$ cat config.mk
export PLATFORM = sky130hd
export DESIGN_NAME = stg_id
export DESIGN_NICKNAME = d
export VERILOG_FILES = /design/src/decode_pkg.sv /design/src/isa_pkg.sv /design/src/id_opcode_classify.sv /design/src/id_field_extract.sv /design/src/id_stage_latch.sv /design/src/stg_id.sv
export SDC_FILE = /design/constraint.sdc
export NUM_CORES = 1
export LEC_CHECK = 0
export ABC_AREA = 1
export BUFFER_PORTS_ARGS = -buffer_cell sky130_fd_sc_hd__buf_4
export CAP_MARGIN = 15
export CORE_MARGIN = 3
export CORE_UTILIZATION = 50
export DETAILED_ROUTE_END_ITERATION = 6
export GPL_ROUTABILITY_DRIVEN = 1
export PLACE_DENSITY_LB_ADDON = 0.25
export SLEW_MARGIN = 10
export SYNTH_ARGS = -nofsm -noshare
export SYNTH_HDL_FRONTEND = slang
export SYNTH_SLANG_ARGS = --single-unit
$ cat constraint.sdc
create_clock -name iw_clk -period 3.7 [get_ports iw_clk]
set_input_delay 0.185 -clock iw_clk [delete_from_list [all_inputs] [get_ports iw_clk]]
set_output_delay 0.185 -clock iw_clk [all_outputs]
set_load 0.05 [all_outputs]
$ cat src/decode_pkg.sv
package decode_pkg;

    // Default program counter width of the core
    typedef logic [23:0] pc_t;

    // Immediate fields, one per encoding width
    typedef logic [9:0]  imm10_t;
    typedef logic [11:0] imm12_t;
    typedef logic [13:0] imm14_t;
    typedef logic [15:0] imm16_t;

    // Branch condition code
    typedef logic [3:0]  cc_t;

    // General-purpose register index, 16 registers
    typedef logic [3:0]  gp_idx_t;

    // Special-register index, 4 registers
    typedef logic [1:0]  sr_idx_t;

endpackage

$ cat src/isa_pkg.sv
package isa_pkg;
    import decode_pkg::*;

    typedef logic [23:0] instr_t;
    typedef logic [7:0]  opc_t;
    typedef logic [3:0]  opclass_t;

    // Field positions inside an instruction word
    localparam int opc_lsb      = 16;
    localparam int opclass_lsb  = 20;
    localparam int tgt_gp_lsb   = 12;
    localparam int src_gp_lsb   = 8;
    localparam int tgt_sr_lsb   = 14;
    localparam int src_sr_lsb   = 12;
    localparam int cc_lsb_jcc   = 12;
    localparam int cc_lsb_bcc   = 8;
    localparam int cc_lsb_srjcc = 10;
    localparam int cc_lsb_mcc   = 4;

    // Opcode classes, upper nibble of the opcode
    localparam opclass_t opclass_ur = 4'h0;
    localparam opclass_t opclass_ui = 4'h1;
    localparam opclass_t opclass_sr = 4'h2;
    localparam opclass_t opclass_si = 4'h3;
    localparam opclass_t opclass_br = 4'h7;
    localparam opclass_t opclass_sp = 4'hf;

    // Unsigned register ALU
    localparam opc_t opc_mov_ur = 8'h00;
    localparam opc_t opc_add_ur = 8'h01;
    localparam opc_t opc_sub_ur = 8'h02;
    localparam opc_t opc_not_ur = 8'h03;
    localparam opc_t opc_and_ur = 8'h04;
    localparam opc_t opc_or_ur  = 8'h05;
    localparam opc_t opc_xor_ur = 8'h06;
    localparam opc_t opc_shl_ur = 8'h07;
    localparam opc_t opc_shr_ur = 8'h08;
    localparam opc_t opc_rol_ur = 8'h09;
    localparam opc_t opc_ror_ur = 8'h0a;
    localparam opc_t opc_cmp_ur = 8'h0b;
    localparam opc_t opc_tst_ur = 8'h0c;

    // Unsigned immediate ALU
    localparam opc_t opc_mov_ui = 8'h10;
    localparam opc_t opc_add_ui = 8'h11;
    localparam opc_t opc_sub_ui = 8'h12;
    localparam opc_t opc_and_ui = 8'h13;
    localparam opc_t opc_or_ui  = 8'h14;
    localparam opc_t opc_xor_ui = 8'h15;
    localparam opc_t opc_shl_ui = 8'h16;
    localparam opc_t opc_shr_ui = 8'h17;
    localparam opc_t opc_rol_ui = 8'h18;
    localparam opc_t opc_ror_ui = 8'h19;
    localparam opc_t opc_cmp_ui = 8'h1a;
    localparam opc_t opc_lui_ui = 8'h1b;

    // Signed register ALU
    localparam opc_t opc_add_sr = 8'h20;
    localparam opc_t opc_sub_sr = 8'h21;
    localparam opc_t opc_shr_sr = 8'h22;
    localparam opc_t opc_neg_sr = 8'h23;
    localparam opc_t opc_cmp_sr = 8'h24;
    localparam opc_t opc_tst_sr = 8'h25;

    // Signed immediate ALU
    localparam opc_t opc_mov_si = 8'h30;
    localparam opc_t opc_add_si = 8'h31;
    localparam opc_t opc_sub_si = 8'h32;
    localparam opc_t opc_shr_si = 8'h33;
    localparam opc_t opc_cmp_si = 8'h34;

    // Branches and conditional moves
    localparam opc_t opc_jcc_ui = 8'h70;
    localparam opc_t opc_bcc_sr = 8'h71;
    localparam opc_t opc_bcc_so = 8'h72;
    localparam opc_t opc_bal_so = 8'h73;
    localparam opc_t opc_mcc_ur = 8'h74;
    localparam opc_t opc_mcc_si = 8'h75;

    // Special-register operations, system call and kernel return
    localparam opc_t opc_sr_mov_ur = 8'hf0;
    localparam opc_t opc_sr_jcc_so = 8'hf1;
    localparam opc_t opc_sr_add_si = 8'hf2;
    localparam opc_t opc_sr_sub_si = 8'hf3;
    localparam opc_t opc_sr_st_so  = 8'hf4;
    localparam opc_t opc_sr_ld_so  = 8'hf5;
    localparam opc_t opc_syscall   = 8'hf6;
    localparam opc_t opc_kret      = 8'hf7;

    // Fixed special registers
    localparam sr_idx_t sr_idx_lr = 2'd1;
    localparam sr_idx_t sr_idx_fl = 2'd2;

    function automatic opc_t instr_opc(instr_t instr);
        return instr[opc_lsb +: $bits(opc_t)];
    endfunction

    function automatic opclass_t instr_opclass(instr_t instr);
        return instr[opclass_lsb +: $bits(opclass_t)];
    endfunction

endpackage

$ cat src/id_opcode_classify.sv
`timescale 1ns/1ps

module id_opcode_classify
    import isa_pkg::*;
(
    input  instr_t instr,
    output logic   sgn_en,
    output logic   imm_en,
    output logic   has_src_gp,
    output logic   has_tgt_gp,
    output logic   tgt_gp_we,
    output logic   has_src_sr,
    output logic   has_tgt_sr,
    output logic   tgt_sr_we,
    output logic   uses_flags
);

    opc_t     opc;
    opclass_t opclass;

    logic is_ur;
    logic is_ui;
    logic is_sr;
    logic is_si;
    logic is_br;
    logic is_alu;
    logic is_cmp_tst;
    logic is_sp_imm;
    logic is_imm_branch;

    assign opc     = instr_opc(instr);
    assign opclass = instr_opclass(instr);

    // Class decode
    assign is_ur  = (opclass == opclass_ur);
    assign is_ui  = (opclass == opclass_ui);
    assign is_sr  = (opclass == opclass_sr);
    assign is_si  = (opclass == opclass_si);
    assign is_br  = (opclass == opclass_br);
    assign is_alu = is_ur | is_ui | is_sr | is_si;

    // Compares and tests name a target but never write it
    assign is_cmp_tst = opc inside {opc_cmp_ur, opc_tst_ur, opc_cmp_ui,
                                    opc_cmp_sr, opc_tst_sr, opc_cmp_si};

    // SR operations that carry a signed offset or addend
    assign is_sp_imm = opc inside {opc_sr_jcc_so, opc_sr_add_si, opc_sr_sub_si,
                                   opc_sr_st_so, opc_sr_ld_so};

    // Branches with an immediate target or offset
    assign is_imm_branch = opc inside {opc_jcc_ui, opc_bcc_so, opc_bal_so};

    // Every branch-class op reads FL, as does the SR-relative jump
    assign uses_flags = is_br | (opc == opc_sr_jcc_so);

    assign sgn_en = is_sr | is_si | is_sp_imm |
                    (opc inside {opc_bcc_sr, opc_bcc_so, opc_bal_so});

    assign imm_en = is_ui | is_si | is_imm_branch | is_sp_imm |
                    (opc == opc_syscall);

    // GP register usage
    assign tgt_gp_we  = (is_alu & ~is_cmp_tst) |
                        (opc == opc_mcc_ur) | (opc == opc_mcc_si);
    assign has_tgt_gp = tgt_gp_we | is_cmp_tst | (opc == opc_bcc_sr);
    assign has_src_gp = (is_ur & (opc != opc_not_ur) & (opc != opc_tst_ur)) |
                        (opc inside {opc_add_sr, opc_sub_sr, opc_shr_sr, opc_cmp_sr}) |
                        (opc == opc_mcc_ur);

    // SR register usage, syscall writes the link register
    assign tgt_sr_we  = opc inside {opc_sr_mov_ur, opc_sr_add_si, opc_sr_sub_si,
                                    opc_sr_ld_so, opc_syscall};
    assign has_tgt_sr = tgt_sr_we | (opc == opc_sr_st_so);
    assign has_src_sr = uses_flags |
                        (opc inside {opc_sr_mov_ur, opc_sr_jcc_so, opc_sr_ld_so,
                                     opc_sr_st_so});

endmodule

$ cat src/id_field_extract.sv
`timescale 1ns/1ps

module id_field_extract
    import isa_pkg::*;
    import decode_pkg::*;
(
    input  instr_t  instr,
    input  logic    has_src_gp,
    input  logic    has_tgt_gp,
    input  logic    has_src_sr,
    input  logic    has_tgt_sr,
    input  logic    uses_flags,
    output imm10_t  imm10,
    output imm12_t  imm12,
    output imm14_t  imm14,
    output imm16_t  imm16,
    output cc_t     cc,
    output gp_idx_t src_gp,
    output gp_idx_t tgt_gp,
    output sr_idx_t src_sr,
    output sr_idx_t tgt_sr
);

    opc_t     opc;
    opclass_t opclass;

    logic sel_imm10;
    logic sel_imm12;
    logic sel_imm14;
    logic sel_imm16;

    assign opc     = instr_opc(instr);
    assign opclass = instr_opclass(instr);

    // Immediate width per opcode, at most one is selected
    assign sel_imm12 = (opclass == opclass_ui) || (opclass == opclass_si) ||
                       (opc inside {opc_jcc_ui, opc_bcc_so, opc_sr_st_so,
                                    opc_sr_ld_so, opc_syscall});
    assign sel_imm14 = opc inside {opc_sr_add_si, opc_sr_sub_si};
    assign sel_imm10 = (opc == opc_sr_jcc_so);
    assign sel_imm16 = (opc == opc_bal_so);

    // Immediates sit at the bottom of the word
    assign imm10 = sel_imm10 ? instr[$bits(imm10_t)-1:0] : '0;
    assign imm12 = sel_imm12 ? instr[$bits(imm12_t)-1:0] : '0;
    assign imm14 = sel_imm14 ? instr[$bits(imm14_t)-1:0] : '0;
    assign imm16 = sel_imm16 ? instr[$bits(imm16_t)-1:0] : '0;

    // Condition code position depends on the branch encoding
    always_comb begin
        case (opc)
            opc_jcc_ui, opc_bcc_so: begin
                cc = instr[cc_lsb_jcc +: $bits(cc_t)];
            end
            opc_bcc_sr, opc_mcc_si: begin
                cc = instr[cc_lsb_bcc +: $bits(cc_t)];
            end
            opc_sr_jcc_so: begin
                cc = instr[cc_lsb_srjcc +: $bits(cc_t)];
            end
            opc_mcc_ur: begin
                cc = instr[cc_lsb_mcc +: $bits(cc_t)];
            end
            default: begin
                cc = '0;
            end
        endcase
    end

    // GP indices only when the classifier says the field is present
    assign tgt_gp = has_tgt_gp ? instr[tgt_gp_lsb +: $bits(gp_idx_t)] : '0;
    assign src_gp = has_src_gp ? instr[src_gp_lsb +: $bits(gp_idx_t)] : '0;

    // Syscall and kret always target LR
    always_comb begin
        if ((opc == opc_syscall) || (opc == opc_kret)) begin
            tgt_sr = sr_idx_lr;
        end else if (has_tgt_sr) begin
            tgt_sr = instr[tgt_sr_lsb +: $bits(sr_idx_t)];
        end else begin
            tgt_sr = '0;
        end
    end

    // Flag consumers read FL regardless of the encoded field
    always_comb begin
        if (uses_flags) begin
            src_sr = sr_idx_fl;
        end else if (has_src_sr) begin
            src_sr = instr[src_sr_lsb +: $bits(sr_idx_t)];
        end else begin
            src_sr = '0;
        end
    end

endmodule

$ cat src/id_stage_latch.sv
`timescale 1ns/1ps

module id_stage_latch
    import isa_pkg::*;
    import decode_pkg::*;
#(
    parameter int pc_width = 24
) (
    input  logic                iw_clk,
    input  logic                iw_rst,
    input  logic                flush,
    input  logic                stall,
    input  logic [pc_width-1:0] pc_in,
    input  opc_t                opc_in,
    input  logic                sgn_en_in,
    input  logic                imm_en_in,
    input  logic                has_src_gp_in,
    input  logic                tgt_gp_we_in,
    input  logic                has_src_sr_in,
    input  logic                tgt_sr_we_in,
    input  imm10_t              imm10_in,
    input  imm12_t              imm12_in,
    input  imm14_t              imm14_in,
    input  imm16_t              imm16_in,
    input  cc_t                 cc_in,
    input  gp_idx_t             src_gp_in,
    input  gp_idx_t             tgt_gp_in,
    input  sr_idx_t             src_sr_in,
    input  sr_idx_t             tgt_sr_in,
    output logic [pc_width-1:0] pc,
    output opc_t                opc,
    output logic                sgn_en,
    output logic                imm_en,
    output logic                has_src_gp,
    output logic                tgt_gp_we,
    output logic                has_src_sr,
    output logic                tgt_sr_we,
    output imm10_t              imm10,
    output imm12_t              imm12,
    output imm14_t              imm14,
    output imm16_t              imm16,
    output cc_t                 cc,
    output gp_idx_t             src_gp,
    output gp_idx_t             tgt_gp,
    output sr_idx_t             src_sr,
    output sr_idx_t             tgt_sr
);

    // Six single-bit flags plus the typed fields
    localparam int bank_width = pc_width + $bits(opc_t) + 6 +
                                $bits(imm10_t) + $bits(imm12_t) +
                                $bits(imm14_t) + $bits(imm16_t) + $bits(cc_t) +
                                2 * $bits(gp_idx_t) + 2 * $bits(sr_idx_t);

    logic [bank_width-1:0] bank_d;
    logic [bank_width-1:0] bank_q;

    assign bank_d = {pc_in, opc_in, sgn_en_in, imm_en_in, has_src_gp_in,
                     tgt_gp_we_in, has_src_sr_in, tgt_sr_we_in,
                     imm10_in, imm12_in, imm14_in, imm16_in, cc_in,
                     src_gp_in, tgt_gp_in, src_sr_in, tgt_sr_in};

    // Flush wins over stall, a flushed slot is a bubble with all enables low
    always_ff @(posedge iw_clk or posedge iw_rst) begin
        if (iw_rst) begin
            bank_q <= '0;
        end else if (flush) begin
            bank_q <= '0;
        end else if (!stall) begin
            bank_q <= bank_d;
        end
    end

    assign {pc, opc, sgn_en, imm_en, has_src_gp, tgt_gp_we, has_src_sr, tgt_sr_we,
            imm10, imm12, imm14, imm16, cc,
            src_gp, tgt_gp, src_sr, tgt_sr} = bank_q;

endmodule

$ cat src/stg_id.sv
`timescale 1ns/1ps

module stg_id
    import isa_pkg::*;
    import decode_pkg::*;
#(
    parameter int pc_width = 24
) (
    input  logic                iw_clk,
    input  logic                iw_rst,
    input  logic [pc_width-1:0] pc,
    input  instr_t              instr,
    input  logic                flush,
    input  logic                stall,
    output logic [pc_width-1:0] pc_q,
    output opc_t                opc,
    output logic                sgn_en,
    output logic                imm_en,
    output imm10_t              imm10,
    output imm12_t              imm12,
    output imm14_t              imm14,
    output imm16_t              imm16,
    output cc_t                 cc,
    output logic                has_src_gp,
    output gp_idx_t             src_gp,
    output gp_idx_t             tgt_gp,
    output logic                tgt_gp_we,
    output logic                has_src_sr,
    output sr_idx_t             src_sr,
    output sr_idx_t             tgt_sr,
    output logic                tgt_sr_we
);

    // Classifier flags
    logic sgn_en_d;
    logic imm_en_d;
    logic has_src_gp_d;
    logic has_tgt_gp_d;
    logic tgt_gp_we_d;
    logic has_src_sr_d;
    logic has_tgt_sr_d;
    logic tgt_sr_we_d;
    logic uses_flags_d;

    // Extracted fields
    imm10_t  imm10_d;
    imm12_t  imm12_d;
    imm14_t  imm14_d;
    imm16_t  imm16_d;
    cc_t     cc_d;
    gp_idx_t src_gp_d;
    gp_idx_t tgt_gp_d;
    sr_idx_t src_sr_d;
    sr_idx_t tgt_sr_d;

    id_opcode_classify u_classify (
        .instr      (instr),
        .sgn_en     (sgn_en_d),
        .imm_en     (imm_en_d),
        .has_src_gp (has_src_gp_d),
        .has_tgt_gp (has_tgt_gp_d),
        .tgt_gp_we  (tgt_gp_we_d),
        .has_src_sr (has_src_sr_d),
        .has_tgt_sr (has_tgt_sr_d),
        .tgt_sr_we  (tgt_sr_we_d),
        .uses_flags (uses_flags_d)
    );

    id_field_extract u_extract (
        .instr      (instr),
        .has_src_gp (has_src_gp_d),
        .has_tgt_gp (has_tgt_gp_d),
        .has_src_sr (has_src_sr_d),
        .has_tgt_sr (has_tgt_sr_d),
        .uses_flags (uses_flags_d),
        .imm10      (imm10_d),
        .imm12      (imm12_d),
        .imm14      (imm14_d),
        .imm16      (imm16_d),
        .cc         (cc_d),
        .src_gp     (src_gp_d),
        .tgt_gp     (tgt_gp_d),
        .src_sr     (src_sr_d),
        .tgt_sr     (tgt_sr_d)
    );

    id_stage_latch #(
        .pc_width (pc_width)
    ) u_latch (
        .iw_clk        (iw_clk),
        .iw_rst        (iw_rst),
        .flush         (flush),
        .stall         (stall),
        .pc_in         (pc),
        .opc_in        (instr[opc_lsb +: $bits(opc_t)]),
        .sgn_en_in     (sgn_en_d),
        .imm_en_in     (imm_en_d),
        .has_src_gp_in (has_src_gp_d),
        .tgt_gp_we_in  (tgt_gp_we_d),
        .has_src_sr_in (has_src_sr_d),
        .tgt_sr_we_in  (tgt_sr_we_d),
        .imm10_in      (imm10_d),
        .imm12_in      (imm12_d),
        .imm14_in      (imm14_d),
        .imm16_in      (imm16_d),
        .cc_in         (cc_d),
        .src_gp_in     (src_gp_d),
        .tgt_gp_in     (tgt_gp_d),
        .src_sr_in     (src_sr_d),
        .tgt_sr_in     (tgt_sr_d),
        .pc            (pc_q),
        .opc           (opc),
        .sgn_en        (sgn_en),
        .imm_en        (imm_en),
        .has_src_gp    (has_src_gp),
        .tgt_gp_we     (tgt_gp_we),
        .has_src_sr    (has_src_sr),
        .tgt_sr_we     (tgt_sr_we),
        .imm10         (imm10),
        .imm12         (imm12),
        .imm14         (imm14),
        .imm16         (imm16),
        .cc            (cc),
        .src_gp        (src_gp),
        .tgt_gp        (tgt_gp),
        .src_sr        (src_sr),
        .tgt_sr        (tgt_sr)
    );

endmodule

; Word level (Yosys, flattened, before mapping)
; Cells that the tools add are included.
[word_totals]
ff_bits = 106
inputBits = 52
out_inout_bits = 106
elab_cells = 82
[op_classes]
n_eq_ne = 30
mux = 13
bitwise_logic = 23
n_reduce_logical = 15
[ops]
columns = operator, n
row1 = two-way mux 106 bit, 2
row2 = equality test 8 bit (second input constant), 8
row3 = equality test 8 x 6 -> 1 bit (second input constant), 6
row4 = equality test 8 x 7 -> 1 bit (second input constant), 6
row5 = OR 1 bit, 19
row6 = equality test 8 x 4 -> 1 bit (second input constant), 2
row7 = two-way mux 16 bit, 1
row8 = one-hot mux 4 bit (4 select lines), 1
row9 = nonzero test 5 bit, 3
row10 = two-way mux 14 bit, 1
row11 = two-way mux 12 bit, 1
row12 = two-way mux 10 bit, 1
row13 = equality test 4 x 2 -> 1 bit (second input constant), 2
row14 = equality test 8 x 5 -> 1 bit (second input constant), 1
row15 = two-way mux 2 bit, 4
row16 = two-way mux 4 bit, 2
row17 = != test 8 x 2 -> 1 bit (second input constant), 1
row18 = != test 8 x 4 -> 1 bit (second input constant), 1
row19 = nonzero test 4 bit, 2
row20 = nonzero test 3 bit, 2
row21 = nonzero test 6 bit, 1
row22 = equality test 4 x 1 -> 1 bit (second input constant), 1
row23 = equality test 4 x 3 -> 1 bit (second input constant), 1
row24 = logical NOT 4 bit, 1
row25 = 6 further kinds, 11

; Depth between registers and ports, before layout
; Gate-level depths: netlist of run 1.
[depth]
word_depth = 12
depth_mapped = 11
ltp_nobuf = 10

; By module
; A second synthesis of run 1 with hierarchy kept.
[hier_totals]
cells_unflattened = 708
hier_area_um2 = 5358.9
[modules_own_cells]
columns = module, n_inst, cells_each, area_each_um2, seq_area_each_um2
row1 = id_stage_latch, 1, 461, 4192.8, 2652.5
row2 = id_field_extract, 1, 172, 797.0, 0.0
row3 = id_opcode_classify, 1, 75, 369.1, 0.0

; Worst setup path after synthesis of run 1
; OpenSTA, ideal clock, no wires.
[synth_timing]
path_kind = input to register
from = in instr[17]
to = reg u_latch.bank_q[4]
setup_time_ns = 0.118
t_arrival_ns = 1.088
required_time_ns = 3.582
slack_ns = 2.494
cell_stages = 8
path_buffers = 1
cell_sequence = buf_2 > nor2_4 > nand2_1 > inv_1 > o21ai_0 > nand4_1 > nand2_1 > nand2_1
[synth_between]
elab_chain_cells = 11
word_cells_on_any_way = 19
cone_classes = eq/ne (9) / mux (3) / bitwise (6) / reduce/logical (1)
[synth_rtl]
columns = element, line_no
row1 = from (decl), stg_id.sv:12  ; input instr_t instr,
row2 = equality test 8 x 4 -> 1 bit (tied with other cells), id_opcode_classify.sv:43  ; assign is_cmp_tst = opc inside {opc_cmp_ur, opc_tst_ur, opc_cmp_ui,
row3 = nonzero test 6 bit, id_opcode_classify.sv:43
row4 = inverter 1 bit, id_opcode_classify.sv:63  ; assign tgt_gp_we = (is_alu & ~is_cmp_tst) |
row5 = AND 1 bit, id_opcode_classify.sv:63
row6 = OR 1 bit, id_opcode_classify.sv:63
row7 = OR 1 bit, id_opcode_classify.sv:64  ; (opc == opc_mcc_ur) | (opc == opc_mcc_si);
row8 = OR 1 bit, id_opcode_classify.sv:65  ; assign has_tgt_gp = tgt_gp_we | is_cmp_tst | (opc == opc_bcc_sr);
row9 = OR 1 bit (*), id_opcode_classify.sv:65
row10 = two-way mux 4 bit (*), id_field_extract.sv:71  ; assign tgt_gp = has_tgt_gp ? instr[tgt_gp_lsb +: $bits(gp_idx_t)] : '0;
row11 = two-way mux 106 bit (*), id_stage_latch.sv:69  ; end else if (!stall) begin
row12 = two-way mux 106 bit (*), id_stage_latch.sv:67  ; end else if (flush) begin
row13 = to (signal assigned), id_stage_latch.sv:70  ; bank_q <= bank_d;
row14 = to (decl), id_stage_latch.sv:56  ; logic [bank_width-1:0] bank_q;
; Every way passes the cells marked *; elsewhere a longest branch is shown, timed or not. The select of a mux whose other input is x is not followed.
; A chain may end at the register's enable or synchronous reset.

; Worst setup path after layout of run 1
[layout_timing]
from = in flush
to = reg u_latch.bank_q[1]
[layout_between]
elab_chain_cells = 1
word_cells_on_any_way = 2
cone_classes = eq/ne (1) / mux (1)
[layout_rtl]
columns = element, line_no
row1 = from (decl), stg_id.sv:13  ; input logic flush,
row2 = != test 2 bit (no line) or two-way mux 106 bit (tied branches), n/a
; Several ways; a longest one is shown, not always the timed one.

==> results.py, run 1 <==
metrics = {
    "run_status": {
        "outcome": "finished clean",
    },
    "cells_and_area": {
        "drive_gt1_frac": 0.323,
        "final_cell_mix": "nand2_1 (170), buf_4 (161), dfrtp_1 (106), o21ai_0 (53), a22o_1 (25)",
        "syn_to_final_growth_pct": 33.0,
        "final_common_cell": "nand2_1",
        "largest_register": "u_latch.bank_q",
        "final_nets": 682,
        "largest_reg_flops": 106,
        "finalNonFillerCells": 739,
        "antenna_cells": 0,
        "largest_registers": "u_latch.bank_q (106)",
    },
    "critical_path": {
        "worstPathRequired_ps": 4020,
        "start_kind": "input pin",
        "criticalPathCategory": "input pin to register",
        "cpLargestDelayFamily": "simple AND/OR/NAND/NOR gates",
        "rrSetupSlack_ps": 2980,
        "arrival_ps": 1740,
        "max_stage_delay_ps": 550,
        "cp_cell_sequence": "buf_4 -> nor2_4 -> inv_1 -> nor2_1 -> inv_1 -> nor2_1 -> nand2_1 -> nand2_1",
        "critPathBufInv": 3,
        "cp_slowest_cell": "nor2_4",
        "cp_max_fo": 30,
        "end_kind": "register",
    },
    "detailed_routing": {
        "detail-route-antenna-nets": 0,
        "drt_iter0_drc": 229,
        "num_vias": 3981,
        "routedWlPerCell_um": 17.1,
        "wirelength_met1_um": 5320,
        "dr_wl_met3_um": 916,
        "route.met2.wl_um": 6100,
        "dr.max_layer_used": "met4",
        "dr.pass1.iters": 5,
        "post_drt_via_cell_ratio": 5.39,
        "routed_wl_um": 12700,
        "drc": 0,
    },
    "die": {
        "initial_core_util": 0.528,
        "rows": 33,
        "die_height_um": 100,
        "dieArea_um2": 10100,
        "die_w_um": 100,
        "core_area_um2": 8420,
        "io-pin-count": 158,
    },
    "power": {
        "irDropWorstVdd_mv": 0.214,
        "power_frac_clock": 0.323,
        "p_switching_mw": 0.643,
        "switching_share": 0.287,
        "seqPwrFrac": 0.534,
        "p_comb_frac": 0.143,
        "powerDensity_nw_per_um2": 379,
        "internal_power_mw": 1.60,
        "p_leak_nw": 3.10,
    },
    "sta": {
        "relSlewSlack": 0.371,
        "hold_viol": 0,
        "skew_ps": 0,
        "fin_ws_ps": 2280,
        "rsz0062_at_grt": "no",
        "clock.fmax_ghz": 0.704,
        "min_period_ps": 1420,
        "finalSetupTns_ps": 0,
        "worst_pin_slew_ps": 943,
        "drv_slew": 0,
        "hold_slack_ps": 24.4,
        "fin_crit_sh": 0.384,
        "setup_violations": 0,
    },
    "hold_path": {
        "min_path_type": "input pin to asynchronous set/reset pin",
    },
    "clocking": {
        "cts_buffers": 9,
        "post-cts-setup-buffer-count": 0,
        "clk_pin_slew_ps": 100,
        "root_buffer": "clkbuf_8",
        "htreeDepth": 3,
        "tritoncts": "built",
        "clock_path_buffers": 2,
        "clk_latency_ps": 370,
        "cts_hold_buf": 0,
        "postCtsResizedCells": 0,
        "clock-sinks": 106,
    },
    "place": {
        "placed_cells": 724,
        "port_buffers": 157,
        "dpl.hpwl_um": 9170,
        "gp_congestion": 0.883,
        "place_ws_ps": 1900,
    },
    "logic_synthesis": {
        "syn_avg_cell_area_um2": 9.30,
        "synth_compound_gate_area_share": 0.140,
        "syn_inst": 478,
        "syn_nets": 530,
        "synthesis.area_um2": 4450,
        "yosys.area_share.xor_xnor": 0,
        "synth_top_family_by_area": "simple AND/OR/NAND/NOR gates",
        "ys_types": 24,
        "synth-simple-area-share": 0.222,
        "synth_fa_ha_area_frac": 0,
        "seq_area_frac_synth": 0.597,
        "yosysWarnings": 0,
        "synth_mux_area_frac": 0,
        "synth_seq_cells": 106,
    },
    "global_routing": {
        "antenna_found_initial": 0,
        "grt_pass1_vias": 3929,
        "grt_usage": 0.253,
        "grt_max_degree": 79,
        "overflow": 0,
        "grt_pass1_wl_um": 20100,
    },
    "job": {
        "max_cap_violations": 0,
    },
}
[per-layer routing]
metal | global-route usage | vias to the layer above
li1 | - | 1877
met1 | 0.333 | 1902
met2 | 0.414 | 174
met3 | 0.0459 | 28
met4 | 0.102 | 0
met5 | 0 | -
[power groups by stage]
stage | combinational [mW] | sequential (mW) | clock [mW]
2_1_floorplan | 0.0995 | 1.31 | 0
4_1_cts | 0.323 | 1.20 | 0.740
3_5_place_dp | 0.322 | 1.22 | 0
3_3_place_gp | 0.319 | 1.22 | 0
6_report | 0.320 | 1.20 | 0.724
5_1_grt | 0.343 | 1.20 | 0.780
[stage by stage]
| step | util | instance area, µm² | power, mW |
|---|---|---|---|
| floorplan | - | 4450 | 1.41 |
| global placement | 0.679 | 5720 | 1.54 |
| detailed placement | 0.679 | 5720 | 1.54 |
| CTS | 0.702 | 5910 | 2.26 |
| global route | 0.702 | 5910 | 2.32 |
| finish | 0.702 | 5910 | 2.24 |
[cell usage after synthesis]
| master | instances | area share |
|---|---|---|
| a21oi_1 | 2 | 0.0023 |
| nor3_1 | 3 | 0.0034 |
| a22o_1 | 25 | 0.049 |
| nor2_2 | 2 | 0.0028 |
| nand2_1 | 170 | 0.14 |
| buf_6 | 1 | 0.0025 |
| inv_2 | 4 | 0.0034 |
| o21ai_1 | 1 | 0.0011 |
| nand2_2 | 1 | 0.0014 |
| inv_1 | 22 | 0.019 |
| nand3_1 | 18 | 0.020 |
| o21ai_2 | 10 | 0.020 |
| nand3_4 | 2 | 0.0079 |
| nor2_1 | 24 | 0.020 |
| a21oi_2 | 2 | 0.0039 |
| buf_1 | 1 | 0.00084 |
| nand4_1 | 8 | 0.011 |
| nor2_4 | 3 | 0.0076 |
| dfrtp_1 | 106 | 0.60 |
| o21ai_0 | 53 | 0.060 |
| buf_2 | 4 | 0.0045 |
| nor3_4 | 1 | 0.0037 |
| a21oi_4 | 1 | 0.0037 |
| clkbuf_1 | 14 | 0.012 |
[layout make-up]
| class | instances | area, µm² |
|---|---|---|
| clock inverters | 6 | 72.6 |
| inverters | 26 | 100 |
| fillers | 702 | 2510 |
| repair buffers | 161 | 1210 |
| multi-input cells | 326 | 1620 |
| clock buffers | 9 | 124 |
| flip-flops and latches | 106 | 2650 |
| well taps | 105 | 131 |
[cells by family (layout without fill, tap and decap cells)]
group | count (synthesis) | after routing
buf+inv | 46 | 202
flops | 106 | 106
compound gates | 94 | 94
simple gates | 232 | 232
[worst paths after layout]
check                                       to  cells past startpoint          startpoint
setup reg to reg            u_latch.bank_q[68]                      1  u_latch.bank_q[68]
hold / removal              u_latch.bank_q[87]                      2              iw_rst
hold reg to reg             u_latch.bank_q[17]                      2  u_latch.bank_q[17]
min in group iw_clk        u_latch.bank_q[100]                      2              pc[18]
setup / recovery             u_latch.bank_q[1]                      8               flush
max in group asynchronous   u_latch.bank_q[73]                      3              iw_rst
(Power assumes the default switching activity.)
==> run 2, diff against run 1 <==
--- a/config.mk
+++ b/config.mk
@@ -9,7 +9,7 @@
 export BUFFER_PORTS_ARGS = -buffer_cell sky130_fd_sc_hd__buf_4
 export CAP_MARGIN = 15
 export CORE_MARGIN = 3
-export CORE_UTILIZATION = 50
+export CORE_UTILIZATION = 45
 export DETAILED_ROUTE_END_ITERATION = 6
 export GPL_ROUTABILITY_DRIVEN = 1
 export PLACE_DENSITY_LB_ADDON = 0.25
==> constraint.sdc (replaced) <==
create_clock -name iw_clk -period 1.3 [get_ports iw_clk]
set_input_delay 0.065 -clock iw_clk [delete_from_list [all_inputs] [get_ports iw_clk]]
set_output_delay 0.065 -clock iw_clk [all_outputs]
set_load 0.05 [all_outputs]
==> run 2 against run 1 <==
- sequential power grew to 2.8 times the previous value
- clock skew is the same
- setup slack lost 2000 ps
- via count grew 6.8%
- sequential share of layout area shrank 3.6 points
==> results.py, run 2 (synthesized netlist as in run 1, its figures left out) <==
metrics = {
    "critical_path": {
        "cpLargestDelayFamily": "flip-flops",
        "cp_slowest_cell": "dfrtp_1",
        "critPathBufInv": 1,
        "arrival_ps": 990,
        "worstSetupPathDepth": 1,
        "start_kind": "register",
        "end_kind": "primary output",
        "rr_worst_depth": 1,
        "worstPathRequired_ps": 1240,
        "cp_cell_sequence": "buf_4",
        "cp_max_fo": 2,
        "max_stage_delay_ps": 420,
        "criticalPathCategory": "register to primary output",
    },
    "clocking": {
        "tritoncts": "built",
        "cts_buffers": 9,
        "clock-sinks": 106,
        "postCtsResizedCells": 0,
        "clock_path_buffers": 2,
        "clk_pin_slew_ps": 110,
        "root_buffer": "clkbuf_8",
        "htreeDepth": 3,
        "clk_latency_ps": 350,
    },
    "hold_path": {
        "whs_path_depth": 3,
        "min_path_type": "input pin to register",
    },
    "global_routing": {
        "antenna_found_initial": 0,
        "grt_pass1_vias": 4217,
        "grt_max_degree": 78,
        "grt_usage": 0.253,
        "grt_pass1_wl_um": 22300,
        "overflow": 0,
    },
    "cells_and_area": {
        "final_nets": 731,
        "largest_register": "u_latch.bank_q",
        "final_cell_mix": "buf_4 (176), nand2_1 (170), dfrtp_1 (106), o21ai_0 (53), dlygate4sd3_1 (30)",
        "drive_gt1_frac": 0.329,
        "final_common_cell": "buf_4",
        "antenna_cells": 0,
        "syn_to_final_growth_pct": 44.6,
        "largest_reg_flops": 106,
        "largest_registers": "u_latch.bank_q (106)",
        "utilization": 0.683,
        "fin_area_um2": 6430,
        "n_fill_cell": 752,
    },
    "sta": {
        "hold_viol": 0,
        "rsz0062_at_grt": "no",
        "fin_crit_sh": 0.809,
        "worst_pin_slew_ps": 376,
        "finalSetupTns_ps": 0,
        "clock.fmax_ghz": 0.951,
        "setup_violations": 0,
        "min_period_ps": 1050,
        "fin_ws_ps": 248,
        "relSlewSlack": 0.747,
        "skew_ps": 0,
        "drv_slew": 0,
    },
    "detailed_routing": {
        "drt_iter0_drc": 252,
        "drc": 0,
        "routed_wl_um": 13800,
        "detail-route-antenna-nets": 0,
        "post_drt_via_cell_ratio": 5.23,
        "num_vias": 4251,
        "dr.pass1.iters": 5,
        "routedWlPerCell_um": 16.9,
    },
    "die": {
        "core_area_um2": 9420,
        "io-pin-count": 158,
        "rows": 35,
        "die_w_um": 105,
        "die_height_um": 105,
        "dieArea_um2": 11100,
        "initial_core_util": 0.472,
    },
    "place": {
        "port_buffers": 157,
        "placed_cell_area_um2": 5940,
        "gp_congestion": 0.876,
        "place_ws_ps": -33.8,
        "dpl.hpwl_um": 9660,
    },
    "power": {
        "powerDensity_nw_per_um2": 996,
        "p_leak_nw": 3.33,
        "irDropWorstVdd_mv": 0.668,
    },
    "job": {
        "max_cap_violations": 0,
    },
    "run_status": {
        "outcome": "finished clean",
    },
}
## run 2: changes by cell type in the layout (fill, tap and decap cells not counted)
cell	change
buf_12	+4
buf_4	+15
bufinv_16	-1
clkbuf_8	+1
clkinv_2	+1
clkinvlp_4	+2
dlygate4sd3_1	+30
inv_4	-1
inv_6	-2
inv_8	+1
## run 2: path summary, 6_finish.rpt
path | start | endpoint | slack (ps)
max | u_latch.bank_q[93] | pc_q[11] | 250
min | instr[22] | u_latch.bank_q[80] | 20
max reg2reg | u_latch.bank_q[93] | u_latch.bank_q[93] | 520
min reg2reg | u_latch.bank_q[38] | u_latch.bank_q[38] | 490
max in group asynchronous | iw_rst | u_latch.bank_q[14] | 640
min in group asynchronous | iw_rst | u_latch.bank_q[58] | 140
## run 2: repair_timing
| action | 4_1_cts | 5_1_grt |
|---|---|---|
| hold endpoints to repair | 135 | 0 |
| hold buffers | 30 | 0 |
| buffers inserted | 0 | 0 |
| setup endpoints to repair | 0 | 0 |
## run 2: cell type report
| class | count | area [µm²] | area share |
|---|---|---|---|
| clock buffer | 10 | 138 | 0.0214 |
| clock inverter | 6 | 48.8 | 0.00759 |
| inverter | 26 | 101 | 0.0158 |
| multi-input combinational | 326 | 1620 | 0.253 |
| sequential | 106 | 2650 | 0.413 |
| tap | 129 | 161 | 0.0251 |
| timing repair buffer | 210 | 1700 | 0.265 |
## run 2: tightest hold or removal path, delay by kind of cell
kind | cells | cell delay [ps]
AO/OA/AOI/OAI | 1 | 80
buffers and inverters | 2 | 210
## run 2: layer usage
metal / vias to the layer above / GRT usage / wire [µm]
li1: 1974 / - / -
met1: 2067 / 0.329 / 5610
met2: 190 / 0.434 / 7060
met3: 20 / 0.0435 / 855
met4: 0 / 0.0712 / 238
met5: - / 0 / 0
## run 2: power by group
part	total [mW]	internal [mW]	switching (mW)
registers	3.41	3.37	0.0458
logic	1.05	0.381	0.667
clock network	1.94	0.771	1.17
## run 2: stage by stage
step                      hold slack (ps)  power (mW)  std cells
after global placement              -27.5        4.44        767
after global routing                 2.92        6.67        813
after detailed placement            -25.1        4.45        767
after CTS                            1.80        6.45        813
final                                19.0        6.40        813
after floorplan                       203        4.02        478
